<file path="src/verilog/lvda_pkg.sv">
`default_nettype none

package lvda_pkg;

    // Widths
    localparam int WORD_BITS     = 26; // Serial word
    localparam int DISCRETE_BITS = 24;
    localparam int COUNT_BITS    = 12;
    localparam int ADDR_BITS     = 9;

    typedef logic [WORD_BITS-1:0]     lvda_word_t;
    typedef logic [DISCRETE_BITS-1:0] lvda_discrete_t;
    typedef logic [COUNT_BITS-1:0]    lvda_count_t;
    typedef logic [ADDR_BITS-1:0]     lvda_addr_t;
    typedef logic [4:0]               lvda_bit_idx_t; // 0 to 25

    // Four clock phases per bit time
    typedef enum logic [1:0] {
        PHASE_W,
        PHASE_X,
        PHASE_Y,
        PHASE_Z
    } lvda_phase_e;

    typedef enum logic [1:0] {
        SHIFT_IDLE,
        SHIFT_WAIT,
        SHIFT_SEND
    } lvda_shift_state_e;

    // Command addresses
    localparam lvda_addr_t ADDR_DISCRETE_READ = 9'h041;
    localparam lvda_addr_t ADDR_COUNT_LOAD    = 9'h0C2;
    localparam lvda_addr_t ADDR_INT_RESET     = 9'h104;

endpackage

`default_nettype wire

</file>
<file path="src/verilog/lvda.sv">
`default_nettype none

module lvda (
    input  logic                     sim_clk,
    input  logic                     rst_n,
    input  logic                     cmd_valid,
    output logic                     cmd_ready,
    input  lvda_pkg::lvda_addr_t     cmd_addr,
    input  lvda_pkg::lvda_word_t     cmd_data,
    input  lvda_pkg::lvda_discrete_t discrete,
    output logic                     data_out,
    output logic                     data_frame,
    output logic                     intc
);

    lvda_pkg::lvda_phase_e phase;
    logic                  word_start;
    logic                  busy;
    logic                  read_req;
    logic                  load_req;
    logic                  int_clr_req;
    lvda_pkg::lvda_count_t load_value;

    lvda_timing u_timing (
        .sim_clk    (sim_clk),
        .rst_n      (rst_n),
        .phase      (phase),
        .word_start (word_start)
    );

    lvda_cmd_decode u_decode (
        .sim_clk     (sim_clk),
        .rst_n       (rst_n),
        .cmd_valid   (cmd_valid),
        .cmd_ready   (cmd_ready),
        .cmd_addr    (cmd_addr),
        .cmd_data    (cmd_data),
        .busy        (busy),
        .read_req    (read_req),
        .load_req    (load_req),
        .int_clr_req (int_clr_req),
        .load_value  (load_value)
    );

    lvda_discrete_sampler u_sampler (
        .sim_clk    (sim_clk),
        .rst_n      (rst_n),
        .discrete   (discrete),
        .phase      (phase),
        .word_start (word_start),
        .read_req   (read_req),
        .intc       (intc),        // Sent in bit 1
        .busy       (busy),
        .data_out   (data_out),
        .data_frame (data_frame)
    );

    lvda_countdown u_countdown (
        .sim_clk     (sim_clk),
        .rst_n       (rst_n),
        .word_start  (word_start),
        .load_req    (load_req),
        .load_value  (load_value),
        .int_clr_req (int_clr_req),
        .intc        (intc)
    );

endmodule

`default_nettype wire

</file>
<file path="src/verilog/lvda_cmd_decode.sv">
`default_nettype none

module lvda_cmd_decode (
    input  logic                  sim_clk,
    input  logic                  rst_n,
    input  logic                  cmd_valid,
    output logic                  cmd_ready,
    input  lvda_pkg::lvda_addr_t  cmd_addr,
    input  lvda_pkg::lvda_word_t  cmd_data,
    input  logic                  busy,
    output logic                  read_req,
    output logic                  load_req,
    output logic                  int_clr_req,
    output lvda_pkg::lvda_count_t load_value
);

    logic xfer;
    logic hit_read;
    logic hit_load;
    logic hit_clr;

    // Hold off the computer while a read is pending or on the line
    assign cmd_ready = !busy;
    assign xfer      = cmd_valid && cmd_ready;

    assign hit_read = (cmd_addr == lvda_pkg::ADDR_DISCRETE_READ);
    assign hit_load = (cmd_addr == lvda_pkg::ADDR_COUNT_LOAD);
    assign hit_clr  = (cmd_addr == lvda_pkg::ADDR_INT_RESET);

    // One-cycle strobes and none for unknown addresses
    always_ff @(posedge sim_clk or negedge rst_n) begin
        if (!rst_n) begin
            read_req    <= 1'b0;
            load_req    <= 1'b0;
            int_clr_req <= 1'b0;
        end else begin
            read_req    <= xfer && hit_read;
            load_req    <= xfer && hit_load;
            int_clr_req <= xfer && hit_clr;
        end
    end

    // Count value rides along with load_req
    always_ff @(posedge sim_clk) begin
        if (xfer && hit_load) begin
            load_value <= cmd_data[lvda_pkg::COUNT_BITS-1:0];
        end
    end

    a_one_strobe: assert property (
        @(posedge sim_clk) disable iff (!rst_n)
        $onehot0({read_req, load_req, int_clr_req})
    ) else $error("more than one command strobe");

endmodule

`default_nettype wire

</file>
<file path="src/verilog/lvda_countdown.sv">
`default_nettype none

module lvda_countdown (
    input  logic                  sim_clk,
    input  logic                  rst_n,
    input  logic                  word_start,
    input  logic                  load_req,
    input  lvda_pkg::lvda_count_t load_value,
    input  logic                  int_clr_req,
    output logic                  intc
);

    lvda_pkg::lvda_count_t count;
    logic                  dec;
    logic                  hit_zero;

    // Decrement a nonzero count once per word unless loading
    assign dec      = word_start && !load_req && (count != '0);
    assign hit_zero = dec && (count == lvda_pkg::lvda_count_t'(1));

    always_ff @(posedge sim_clk or negedge rst_n) begin
        if (!rst_n) begin
            count <= '0;
        end else if (load_req) begin
            count <= load_value;
        end else if (dec) begin
            count <= count - 1'b1;
        end
    end

    // Interrupt latch where a new expiry wins over a clear
    always_ff @(posedge sim_clk or negedge rst_n) begin
        if (!rst_n) begin
            intc <= 1'b0;
        end else if (hit_zero) begin
            intc <= 1'b1;
        end else if (int_clr_req) begin
            intc <= 1'b0;
        end
    end

    a_no_wrap: assert property (
        @(posedge sim_clk) disable iff (!rst_n)
        (word_start && !load_req && count == '0) |=> count == '0
    ) else $error("countdown wrapped from zero");

endmodule

`default_nettype wire

</file>
<file path="src/verilog/lvda_discrete_sampler.sv">
`default_nettype none

module lvda_discrete_sampler (
    input  logic                     sim_clk,
    input  logic                     rst_n,
    input  lvda_pkg::lvda_discrete_t discrete,
    input  lvda_pkg::lvda_phase_e    phase,
    input  logic                     word_start,
    input  logic                     read_req,
    input  logic                     intc,
    output logic                     busy,
    output logic                     data_out,
    output logic                     data_frame
);

    lvda_pkg::lvda_discrete_t    disc_meta;
    lvda_pkg::lvda_discrete_t    disc_sync;
    lvda_pkg::lvda_word_t        word_next;
    lvda_pkg::lvda_word_t        shift_reg;
    lvda_pkg::lvda_shift_state_e state;

    // Two-flop synchronizer for the asynchronous discretes
    always_ff @(posedge sim_clk) begin
        disc_meta <= discrete;
        disc_sync <= disc_meta;
    end

    // Discretes, interrupt, then odd parity
    assign word_next = {disc_sync, intc, ~(^{disc_sync, intc})};

    always_ff @(posedge sim_clk or negedge rst_n) begin
        if (!rst_n) begin
            state <= lvda_pkg::SHIFT_IDLE;
        end else begin
            unique case (state)
                lvda_pkg::SHIFT_IDLE: if (read_req) state <= lvda_pkg::SHIFT_WAIT;
                lvda_pkg::SHIFT_WAIT: if (word_start) state <= lvda_pkg::SHIFT_SEND;
                lvda_pkg::SHIFT_SEND: if (word_start) state <= lvda_pkg::SHIFT_IDLE;
                default:              state <= lvda_pkg::SHIFT_IDLE;
            endcase
        end
    end

    // Load at the word boundary, shift MSB first on each later W phase
    always_ff @(posedge sim_clk) begin
        if (state == lvda_pkg::SHIFT_WAIT && word_start) begin
            shift_reg <= word_next;
        end else if (state == lvda_pkg::SHIFT_SEND && phase == lvda_pkg::PHASE_W) begin
            shift_reg <= {shift_reg[lvda_pkg::WORD_BITS-2:0], 1'b0};
        end
    end

    assign data_frame = (state == lvda_pkg::SHIFT_SEND);
    assign data_out   = data_frame && shift_reg[lvda_pkg::WORD_BITS-1];
    assign busy       = read_req || (state != lvda_pkg::SHIFT_IDLE); // Same cycle as read_req

    // Decoder must hold reads off until the frame is done
    a_no_read_busy: assert property (
        @(posedge sim_clk) disable iff (!rst_n)
        read_req |-> state == lvda_pkg::SHIFT_IDLE
    ) else $error("read_req while sampler busy");

endmodule

`default_nettype wire

</file>
<file path="src/verilog/lvda_timing.sv">
`default_nettype none

module lvda_timing (
    input  logic                  sim_clk,
    input  logic                  rst_n,
    output lvda_pkg::lvda_phase_e phase,
    output logic                  word_start
);

    lvda_pkg::lvda_bit_idx_t bit_idx;

    // Free-running phase W X Y Z
    always_ff @(posedge sim_clk or negedge rst_n) begin
        if (!rst_n) begin
            phase <= lvda_pkg::PHASE_W;
        end else begin
            phase <= lvda_pkg::lvda_phase_e'(phase + 2'd1);
        end
    end

    // Bit time advances after phase Z
    always_ff @(posedge sim_clk or negedge rst_n) begin
        if (!rst_n) begin
            bit_idx <= '0;
        end else if (phase == lvda_pkg::PHASE_Z) begin
            if (bit_idx == lvda_pkg::lvda_bit_idx_t'(lvda_pkg::WORD_BITS - 1)) begin
                bit_idx <= '0;
            end else begin
                bit_idx <= bit_idx + 5'd1;
            end
        end
    end

    // Phase W of bit 0
    assign word_start = (bit_idx == '0) && (phase == lvda_pkg::PHASE_W);

    a_bit_idx_range: assert property (
        @(posedge sim_clk) disable iff (!rst_n)
        bit_idx <= lvda_pkg::lvda_bit_idx_t'(lvda_pkg::WORD_BITS - 1)
    ) else $error("bit index out of range");

endmodule

`default_nettype wire
</file>
<file path="config.mk">
export PLATFORM = sky130hd
export DESIGN_NAME = lvda
export DESIGN_NICKNAME = d
export VERILOG_FILES = /design/src/verilog/lvda_pkg.sv /design/src/verilog/lvda.sv /design/src/verilog/lvda_cmd_decode.sv /design/src/verilog/lvda_countdown.sv /design/src/verilog/lvda_discrete_sampler.sv /design/src/verilog/lvda_timing.sv
export SDC_FILE = /design/constraint.sdc
export NUM_CORES = 1
export LEC_CHECK = 0
export ABC_AREA = 1
export ABC_CLOCK_PERIOD_IN_PS = 9200
export BUFFER_PORTS_ARGS = -buffer_cell sky130_fd_sc_hd__buf_2
export CAP_MARGIN = 40
export CELL_PAD_IN_SITES_DETAIL_PLACEMENT = 0
export CELL_PAD_IN_SITES_GLOBAL_PLACEMENT = 1
export CORE_ASPECT_RATIO = 2
export CORE_UTILIZATION = 40
export CTS_CLUSTER_SIZE = 30
export DETAILED_ROUTE_END_ITERATION = 8
export PLACE_DENSITY_LB_ADDON = 0.1
export SLEW_MARGIN = 20
export SYNTH_ARGS = -nofsm -noshare
export SYNTH_HDL_FRONTEND = slang
export SYNTH_HIERARCHICAL = 1
export SYNTH_SLANG_ARGS = --single-unit
export TNS_END_PERCENT = 20
</file>
<file path="constraint.sdc">
create_clock -name sim_clk -period 9.2 [get_ports sim_clk]
set_input_delay 0.92 -clock sim_clk [delete_from_list [all_inputs] [get_ports sim_clk]]
set_output_delay 0.92 -clock sim_clk [all_outputs]
set_load 0.02 [all_outputs]
</file>
# Word level (Yosys, flattened, before mapping)
# Cells that the tools add are included.
# W data, S select, Z words.
# op_classes
add_sub_neg,3
multipliers,0
n_div,0
order_cmp,0
eq_ne,11
shift,0
n_mux,11
bitwise_logic,1
reduce_logical,24
# ops
operator,n
$mux W26,2
$reduce_xor A25 Y1,1
$mux W12,2
$eq A12 B1 Y1 const B,1
$reduce_bool A12 Y1,1
$sub A12 B1 Y12 const B,1
$logic_and A1 B1 Y1,11
$eq A9 B7 Y1 const B,1
$eq A9 B8 Y1 const B,1
$eq A9 B9 Y1 const B,1
$reduce_bool A2 Y1,4
$mux W2,3
$pmux W2 S3,1
$add A5 B1 Y5 const B,1
$eq A5 B5 Y1 const B,1
$logic_not A5 Y1,1
$mux W5,1
$eq A2 B2 Y1 const B,2
$logic_not A2 Y1,2
$ne A2 B1 Y1 const B,2
$reduce_and A3 Y1,1
$add A2 B1 Y2 const B,1
$eq A2 B1 Y1 const B,1
$logic_not A1 Y1,2
other kinds (4),5
# totals
ff_bits,111
latchBits,0
ram_bits,0
rom_bits,0
in_bits,62
elab_cells,62
n_memories,0

# Depth between registers and ports, before layout
# depth
word_depth,6
mapped_depth,13

# Hierarchy
# Netlist, hierarchy kept.
# by_module_without_submodules
module,n_inst,cells_each,area_per_inst_um2
lvda_discrete_sampler,1,269,2627.5
lvda_countdown,1,148,1011.0
lvda_cmd_decode,1,45,556.8
lvda_timing,1,49,395.4

# Worst setup path before layout
# Ideal clock, no wire load.
# synth_timing
path_kind,register to register
startpoint,register u_sampler.state[0]
endpoint,register u_sampler.shift_reg[0] (enable)
setup_ps,483
arrival_time_ps,3226
required_ps,8717
path_slack_ps,5491
path_stages_with_launch,2
n_path_buf,0
period_less_slack_ps,3709
path_cell_list,dfrtp_1 -> o41ai_1
# synth_between
elab_chain_len,3
word_cells_on_any_way,5
classes_between,2 x eq/ne; 3 x reduce/logical
# synth_rtl
element,line_no,text
start: declaration,lvda_discrete_sampler.sv:20,lvda_pkg::lvda_shift_state_e state;
start signal: assignment,lvda_discrete_sampler.sv:33,state <= lvda_pkg::SHIFT_IDLE;
start signal: assignment,lvda_discrete_sampler.sv:36,lvda_pkg::SHIFT_IDLE: if (read_req) state <= lvda_pkg::SHIFT_WAIT;
start signal: assignment,lvda_discrete_sampler.sv:37,lvda_pkg::SHIFT_WAIT: if (word_start) state <= lvda_pkg::SHIFT_SEND;
$eq A2 B2 Y1 / $eq A2 B1 Y1 (equally long branches),"lvda_discrete_sampler.sv:48, lvda_discrete_sampler.sv:46",
"$logic_and A1 B1 Y1, on equally long branches","lvda_discrete_sampler.sv:48, lvda_discrete_sampler.sv:46",
$reduce_bool A2 Y1 (no line) *,-,
end signal: assignment,lvda_discrete_sampler.sv:47,shift_reg <= word_next;
end signal: assignment,lvda_discrete_sampler.sv:49,"shift_reg <= {shift_reg[lvda_pkg::WORD_BITS-2:0], 1'b0};"
end: declaration,lvda_discrete_sampler.sv:19,lvda_pkg::lvda_word_t shift_reg;
# Every way passes the cells marked *; elsewhere a longest branch is shown, timed or not.
# A chain may end at the register's enable or synchronous reset.

# Worst setup path in the final report
# layout_timing
startpoint,register u_timing.phase[0]
endpoint,register u_sampler.shift_reg[15] (enable)
# layout_between
elab_chain_len,4
word_cells_on_any_way,5
classes_between,5 x reduce/logical
# layout_rtl
element,line_no,text
start: declaration,lvda_timing.sv:6,"output lvda_pkg::lvda_phase_e phase,"
start signal: assignment,lvda_timing.sv:15,phase <= lvda_pkg::PHASE_W;
start signal: assignment,lvda_timing.sv:17,phase <= lvda_pkg::lvda_phase_e'(phase + 2'd1);
$logic_not A2 Y1,lvda_timing.sv:35,assign word_start = (bit_idx == '0) && (phase == lvda_pkg::PHASE_W);
$logic_and A1 B1 Y1,lvda_timing.sv:35,
net word_start,lvda.sv:17,logic word_start;
$logic_and A1 B1 Y1,lvda_discrete_sampler.sv:46,if (state == lvda_pkg::SHIFT_WAIT && word_start) begin
$reduce_bool A2 Y1 (no line),-,
# The timed path passes the listed nets, and every way through them passes these cells.

==> tab_implementation.tex <==
\begin{tabular}{lr}
\hline
Metric & Value \\
\hline
\multicolumn{2}{l}{\textbf{Placement}} \\
I/O Buffers & a little over 50 \\
Final GP Congestion & 0.872 \\
Worst slack at placement & between 6 and 7 ns \\
HPWL Detailed & 6820 µm \\
\multicolumn{2}{l}{\textbf{STA}} \\
Final critical-path required period & 3.05 ns \\
Headroom to the max-slew limit & 57.8\% \\
F\_max & around 0.33 GHz \\
Setup TNS & 0 ns \\
Final period utilization & around a third \\
Unrepaired setup endpoints after global routing & no \\
Final Hold Violating Endpoints & 0 \\
Worst Skew & roughly 0.0078 ns \\
Post-route worst setup slack & approximately 6.1 ns \\
Max-slew violation count & 0 \\
Final setup violation count & 0 \\
Least-Margin Pin Slew & between 0.6 and 0.7 ns \\
\multicolumn{2}{l}{\textbf{Route}} \\
Number of remaining DRC errors & 0 \\
Iteration-0 DRC Markers & between 150 and 200 \\
Antenna violation net count after detailed routing & 0 \\
Wirelength, routed & roughly 8900 µm \\
Average vias per placed instance & between 4 and 5 \\
Per-cell routed wire length & roughly 13 µm \\
Total number of vias & between 3000 and 4000 \\
Pre-Repair DR Iteration Count & 4 \\
\multicolumn{2}{l}{\textbf{Run}} \\
Max-cap violations & 0 \\
\multicolumn{2}{l}{\textbf{Floorplan}} \\
Full die area & approximately 0.012 mm² \\
Floorplan die width & slightly below 80 µm \\
Effective utilization at floorplan & around two fifths \\
Overall die height & about 150 µm \\
Site row count & 55 \\
Total core area & approximately 0.011 mm² \\
Top Ports & 66 \\
\multicolumn{2}{l}{\textbf{Clock tree}} \\
Worst-case clock buffer depth & 2 \\
TritonCTS Sinks & 111 \\
Post-CTS Hold Buffers & 0 \\
Clock insertion delay at the later pin of the skew report & about 0.35 ns \\
Number of buffers created by CTS & 9 \\
Clock H-tree levels & 3 \\
Post-CTS setup buffer count & 0 \\
Register clock-pin slew on the reported worst setup and hold paths & 0.08 ns \\
CTS tree & built \\
Resized Gates After CTS & 0 \\
Buffer cell driving the clock tree root & sky130\_fd\_sc\_hd\_\_clkbuf\_16 \\
\multicolumn{2}{l}{\textbf{Logic synthesis}} \\
Most used flip-flop cell after synthesis & sky130\_fd\_sc\_hd\_\_dfxtp\_1 \\
Number of warning messages in the yosys log & 6 \\
Share of the synthesized area in the top cell type & 24.9\% \\
Number of flops mapped to enable cells by yosys & 38 \\
Ranking of synthesized cells by area & sky130\_fd\_sc\_hd\_\_edfxtp\_1, sky130\_fd\_sc\_hd\_\_dfxtp\_1, sky130\_fd\_sc\_hd\_\_nand2\_1 \\
Synthesized Nets & around 580 \\
Fraction of the yosys area taken by sequential cells & between 50\% and 60\% \\
Post-Synthesis Cells & about 510 \\
Netlist Area Pre-Place & between 0.004 and 0.005 mm² \\
Syn\_area\_per\_cell & 8.98 µm² \\
Async set-or-reset flop fraction in the synthesized netlist & between 20\% and 30\% \\
Dominant cell type by area after synthesis & sky130\_fd\_sc\_hd\_\_edfxtp\_1 \\
FF+latch count, synth & approximately 110 \\
Unique cell type count in the Yosys netlist & 30 \\
\multicolumn{2}{l}{\textbf{Worst setup path}} \\
CP endpoint kind & flip-flop \\
Most common cell on crit path & sky130\_fd\_sc\_hd\_\_inv\_1 \\
Data arrival time of the critical path & between 3 and 4 ns \\
Reg2Reg Capture Point & u\_sampler/shift\_reg[15] \\
Delay-heaviest family, CP & buffers and inverters \\
Max stage delay cell, worst path & sky130\_fd\_sc\_hd\_\_nor3b\_1 \\
Required @ worst endpoint & around 9.2 ns \\
Beginning of the worst register-to-register path & u\_timing/phase[0] \\
Delay contributed by the slowest stage of the critical path & about 0.44 ns \\
Reg-to-reg slack, setup & 6.15 ns \\
Biggest fanout along the worst timing path & 26 \\
Worst setup path class & flip-flop to flip-flop \\
CP Buf/Inv Count & 5 \\
Setup crit start kind & flip-flop \\
R2R cell count & 10 \\
Worst path cell trace & inv\_1 -> ha\_1 -> nand3\_1 -> nor3b\_1 -> inv\_1 -> nor2\_4 -> inv\_1 -> buf\_4 -> o41ai\_2 -> buf\_4 \\
\multicolumn{2}{l}{\textbf{Run status}} \\
Run status & complete, no violations \\
\multicolumn{2}{l}{\textbf{Finish}} \\
Share of layout cells above drive strength 1 & $\sim$18\% \\
Core Util, Final & between 40\% and 50\% \\
Count of fill cells added during filler insertion & about 1100 \\
Max reg flops & 26 \\
Post-layout net count & roughly 640 \\
Most common cell after layout, fill and taps aside & sky130\_fd\_sc\_hd\_\_nand2\_1 \\
Signed area change from the synthesized netlist to the final layout & 15.9\% \\
Commonest cells after routing, fill and taps aside & sky130\_fd\_sc\_hd\_\_nand2\_1, sky130\_fd\_sc\_hd\_\_inv\_1, sky130\_fd\_sc\_hd\_\_buf\_2, sky130\_fd\_sc\_hd\_\_dfxtp\_1, sky130\_fd\_sc\_hd\_\_edfxtp\_1 \\
Total inserted antenna cells & 0 \\
\multicolumn{2}{l}{\textbf{Power}} \\
Power per Cell Area & roughly 190 mW/mm² \\
Leakage Power & between 0.002 and 0.003 µW \\
Worst vdd ir & 141 µV \\
\multicolumn{2}{l}{\textbf{Global routing}} \\
Maximum number of pins on one net before global-route repair & 27 \\
Antenna violations before repair & 0 \\
Number of global-route vias before repair & roughly 3400 \\
GRT overflow & 0 \\
Global-route wire length before repair & 14900 µm \\
Global Route Usage Sum & around 17\% \\
\multicolumn{2}{l}{\textbf{Worst hold path}} \\
WHS Endpoint & u\_sampler/disc\_sync[14] \\
Beginning of the worst hold path & u\_sampler/disc\_meta[14] \\
Hold Path Stages & 0 \\
Hold crit path type & flip-flop to flip-flop \\
\hline
\end{tabular}
## synth_stat cells (6+ instances only)
cell type,instances
sky130_fd_sc_hd__nor2_1,35
sky130_fd_sc_hd__ha_1,8
sky130_fd_sc_hd__o21ai_1,8
sky130_fd_sc_hd__o21ai_0,11
sky130_fd_sc_hd__inv_1,53
sky130_fd_sc_hd__dfxtp_1,48
sky130_fd_sc_hd__nand2_2,8
sky130_fd_sc_hd__nand3_1,30
sky130_fd_sc_hd__inv_2,7
sky130_fd_sc_hd__xnor2_1,7
sky130_fd_sc_hd__dfrtp_1,25
sky130_fd_sc_hd__edfxtp_1,38
sky130_fd_sc_hd__xor2_1,6
sky130_fd_sc_hd__nand2_1,189
## where the power goes
part	switching (µW)	internal (µW)
sequential	9.29	519
clock	197	225
combinational	47.3	31.5
total	254	775
## worst reg2reg max path, cell delays in order, from the launching register on
cell                      delay, ns
sky130_fd_sc_hd__dfrtp_1       0.41
sky130_fd_sc_hd__inv_1         0.08
sky130_fd_sc_hd__ha_1          0.15
sky130_fd_sc_hd__nand3_1       0.08
sky130_fd_sc_hd__nor3b_1       0.44
sky130_fd_sc_hd__inv_1         0.17
sky130_fd_sc_hd__nor2_4        0.32
sky130_fd_sc_hd__inv_1         0.31
sky130_fd_sc_hd__buf_4         0.31
sky130_fd_sc_hd__o41ai_2       0.07
sky130_fd_sc_hd__buf_4         0.37
## final cells by class
cell class	count	area [µm²]	area share, %
flip-flops and latches	111	2730	51.3
multi-input cells	331	1590	29.8
repair buffers	54	278	5.22
clock buffers	9	225	4.23
inverters	60	225	4.23
well taps	142	178	3.34
clock inverters	7	103	1.93
## metal layers
metal  up-vias  track usage, %  share of wire (%)
met5         -               0                  0
met4         0            9.07                3.6
met3        20            3.80                2.5
met2        54            31.1                 56
met1      1474            16.5                 38
li1       1708               -                  -
## kinds of logic (layout without fill, tap and decap cells)
kind of cell | count (synthesis) | in the layout | share of synthesized area [%]
adder cells (fa/ha/maj) | 8 | 8 | 2.18
AO/OA/AOI/OAI | 23 | 23 | 2.67
XOR/XNOR | 13 | 13 | 2.48
flip-flops | 111 | 111 | 59.4
buffers and inverters | 69 | 130 | 6.21
AND/OR/NAND/NOR | 287 | 287 | 27.0
## how the worst max path moves through the flow
stage / from / end / slack (ns) / depth (start not counted)
after detailed placement: u_timing/phase[0] / u_sampler/shift_reg[14] / 6.08 / 10
after global routing: u_timing/phase[0] / u_sampler/shift_reg[10] / 5.80 / 10
after floorplan: u_sampler/state[0] / u_sampler/shift_reg[0] / 5.49 / 1
after global placement: u_timing/phase[0] / u_sampler/shift_reg[18] / 6.12 / 10
after CTS: u_timing/phase[0] / u_sampler/shift_reg[13] / 6.07 / 10
final: u_timing/phase[0] / u_sampler/shift_reg[15] / 6.15 / 10
## through the flow
stage / instances / cell area (µm²) / power [µW] / hold slack (ns)
2_1_floorplan: 511 / 4590 / 591 / 0.310
3_3_place_gp: 697 / 4990 / 617 / 0.310
4_1_cts: 714 / 5320 / 1050 / 0.334
5_1_grt: 714 / 5320 / 1080 / 0.337
3_5_place_dp: 698 / 4990 / 619 / 0.314
6_report: 714 / 5320 / 1030 / 0.331
Power figures use the tool's default switching activity.
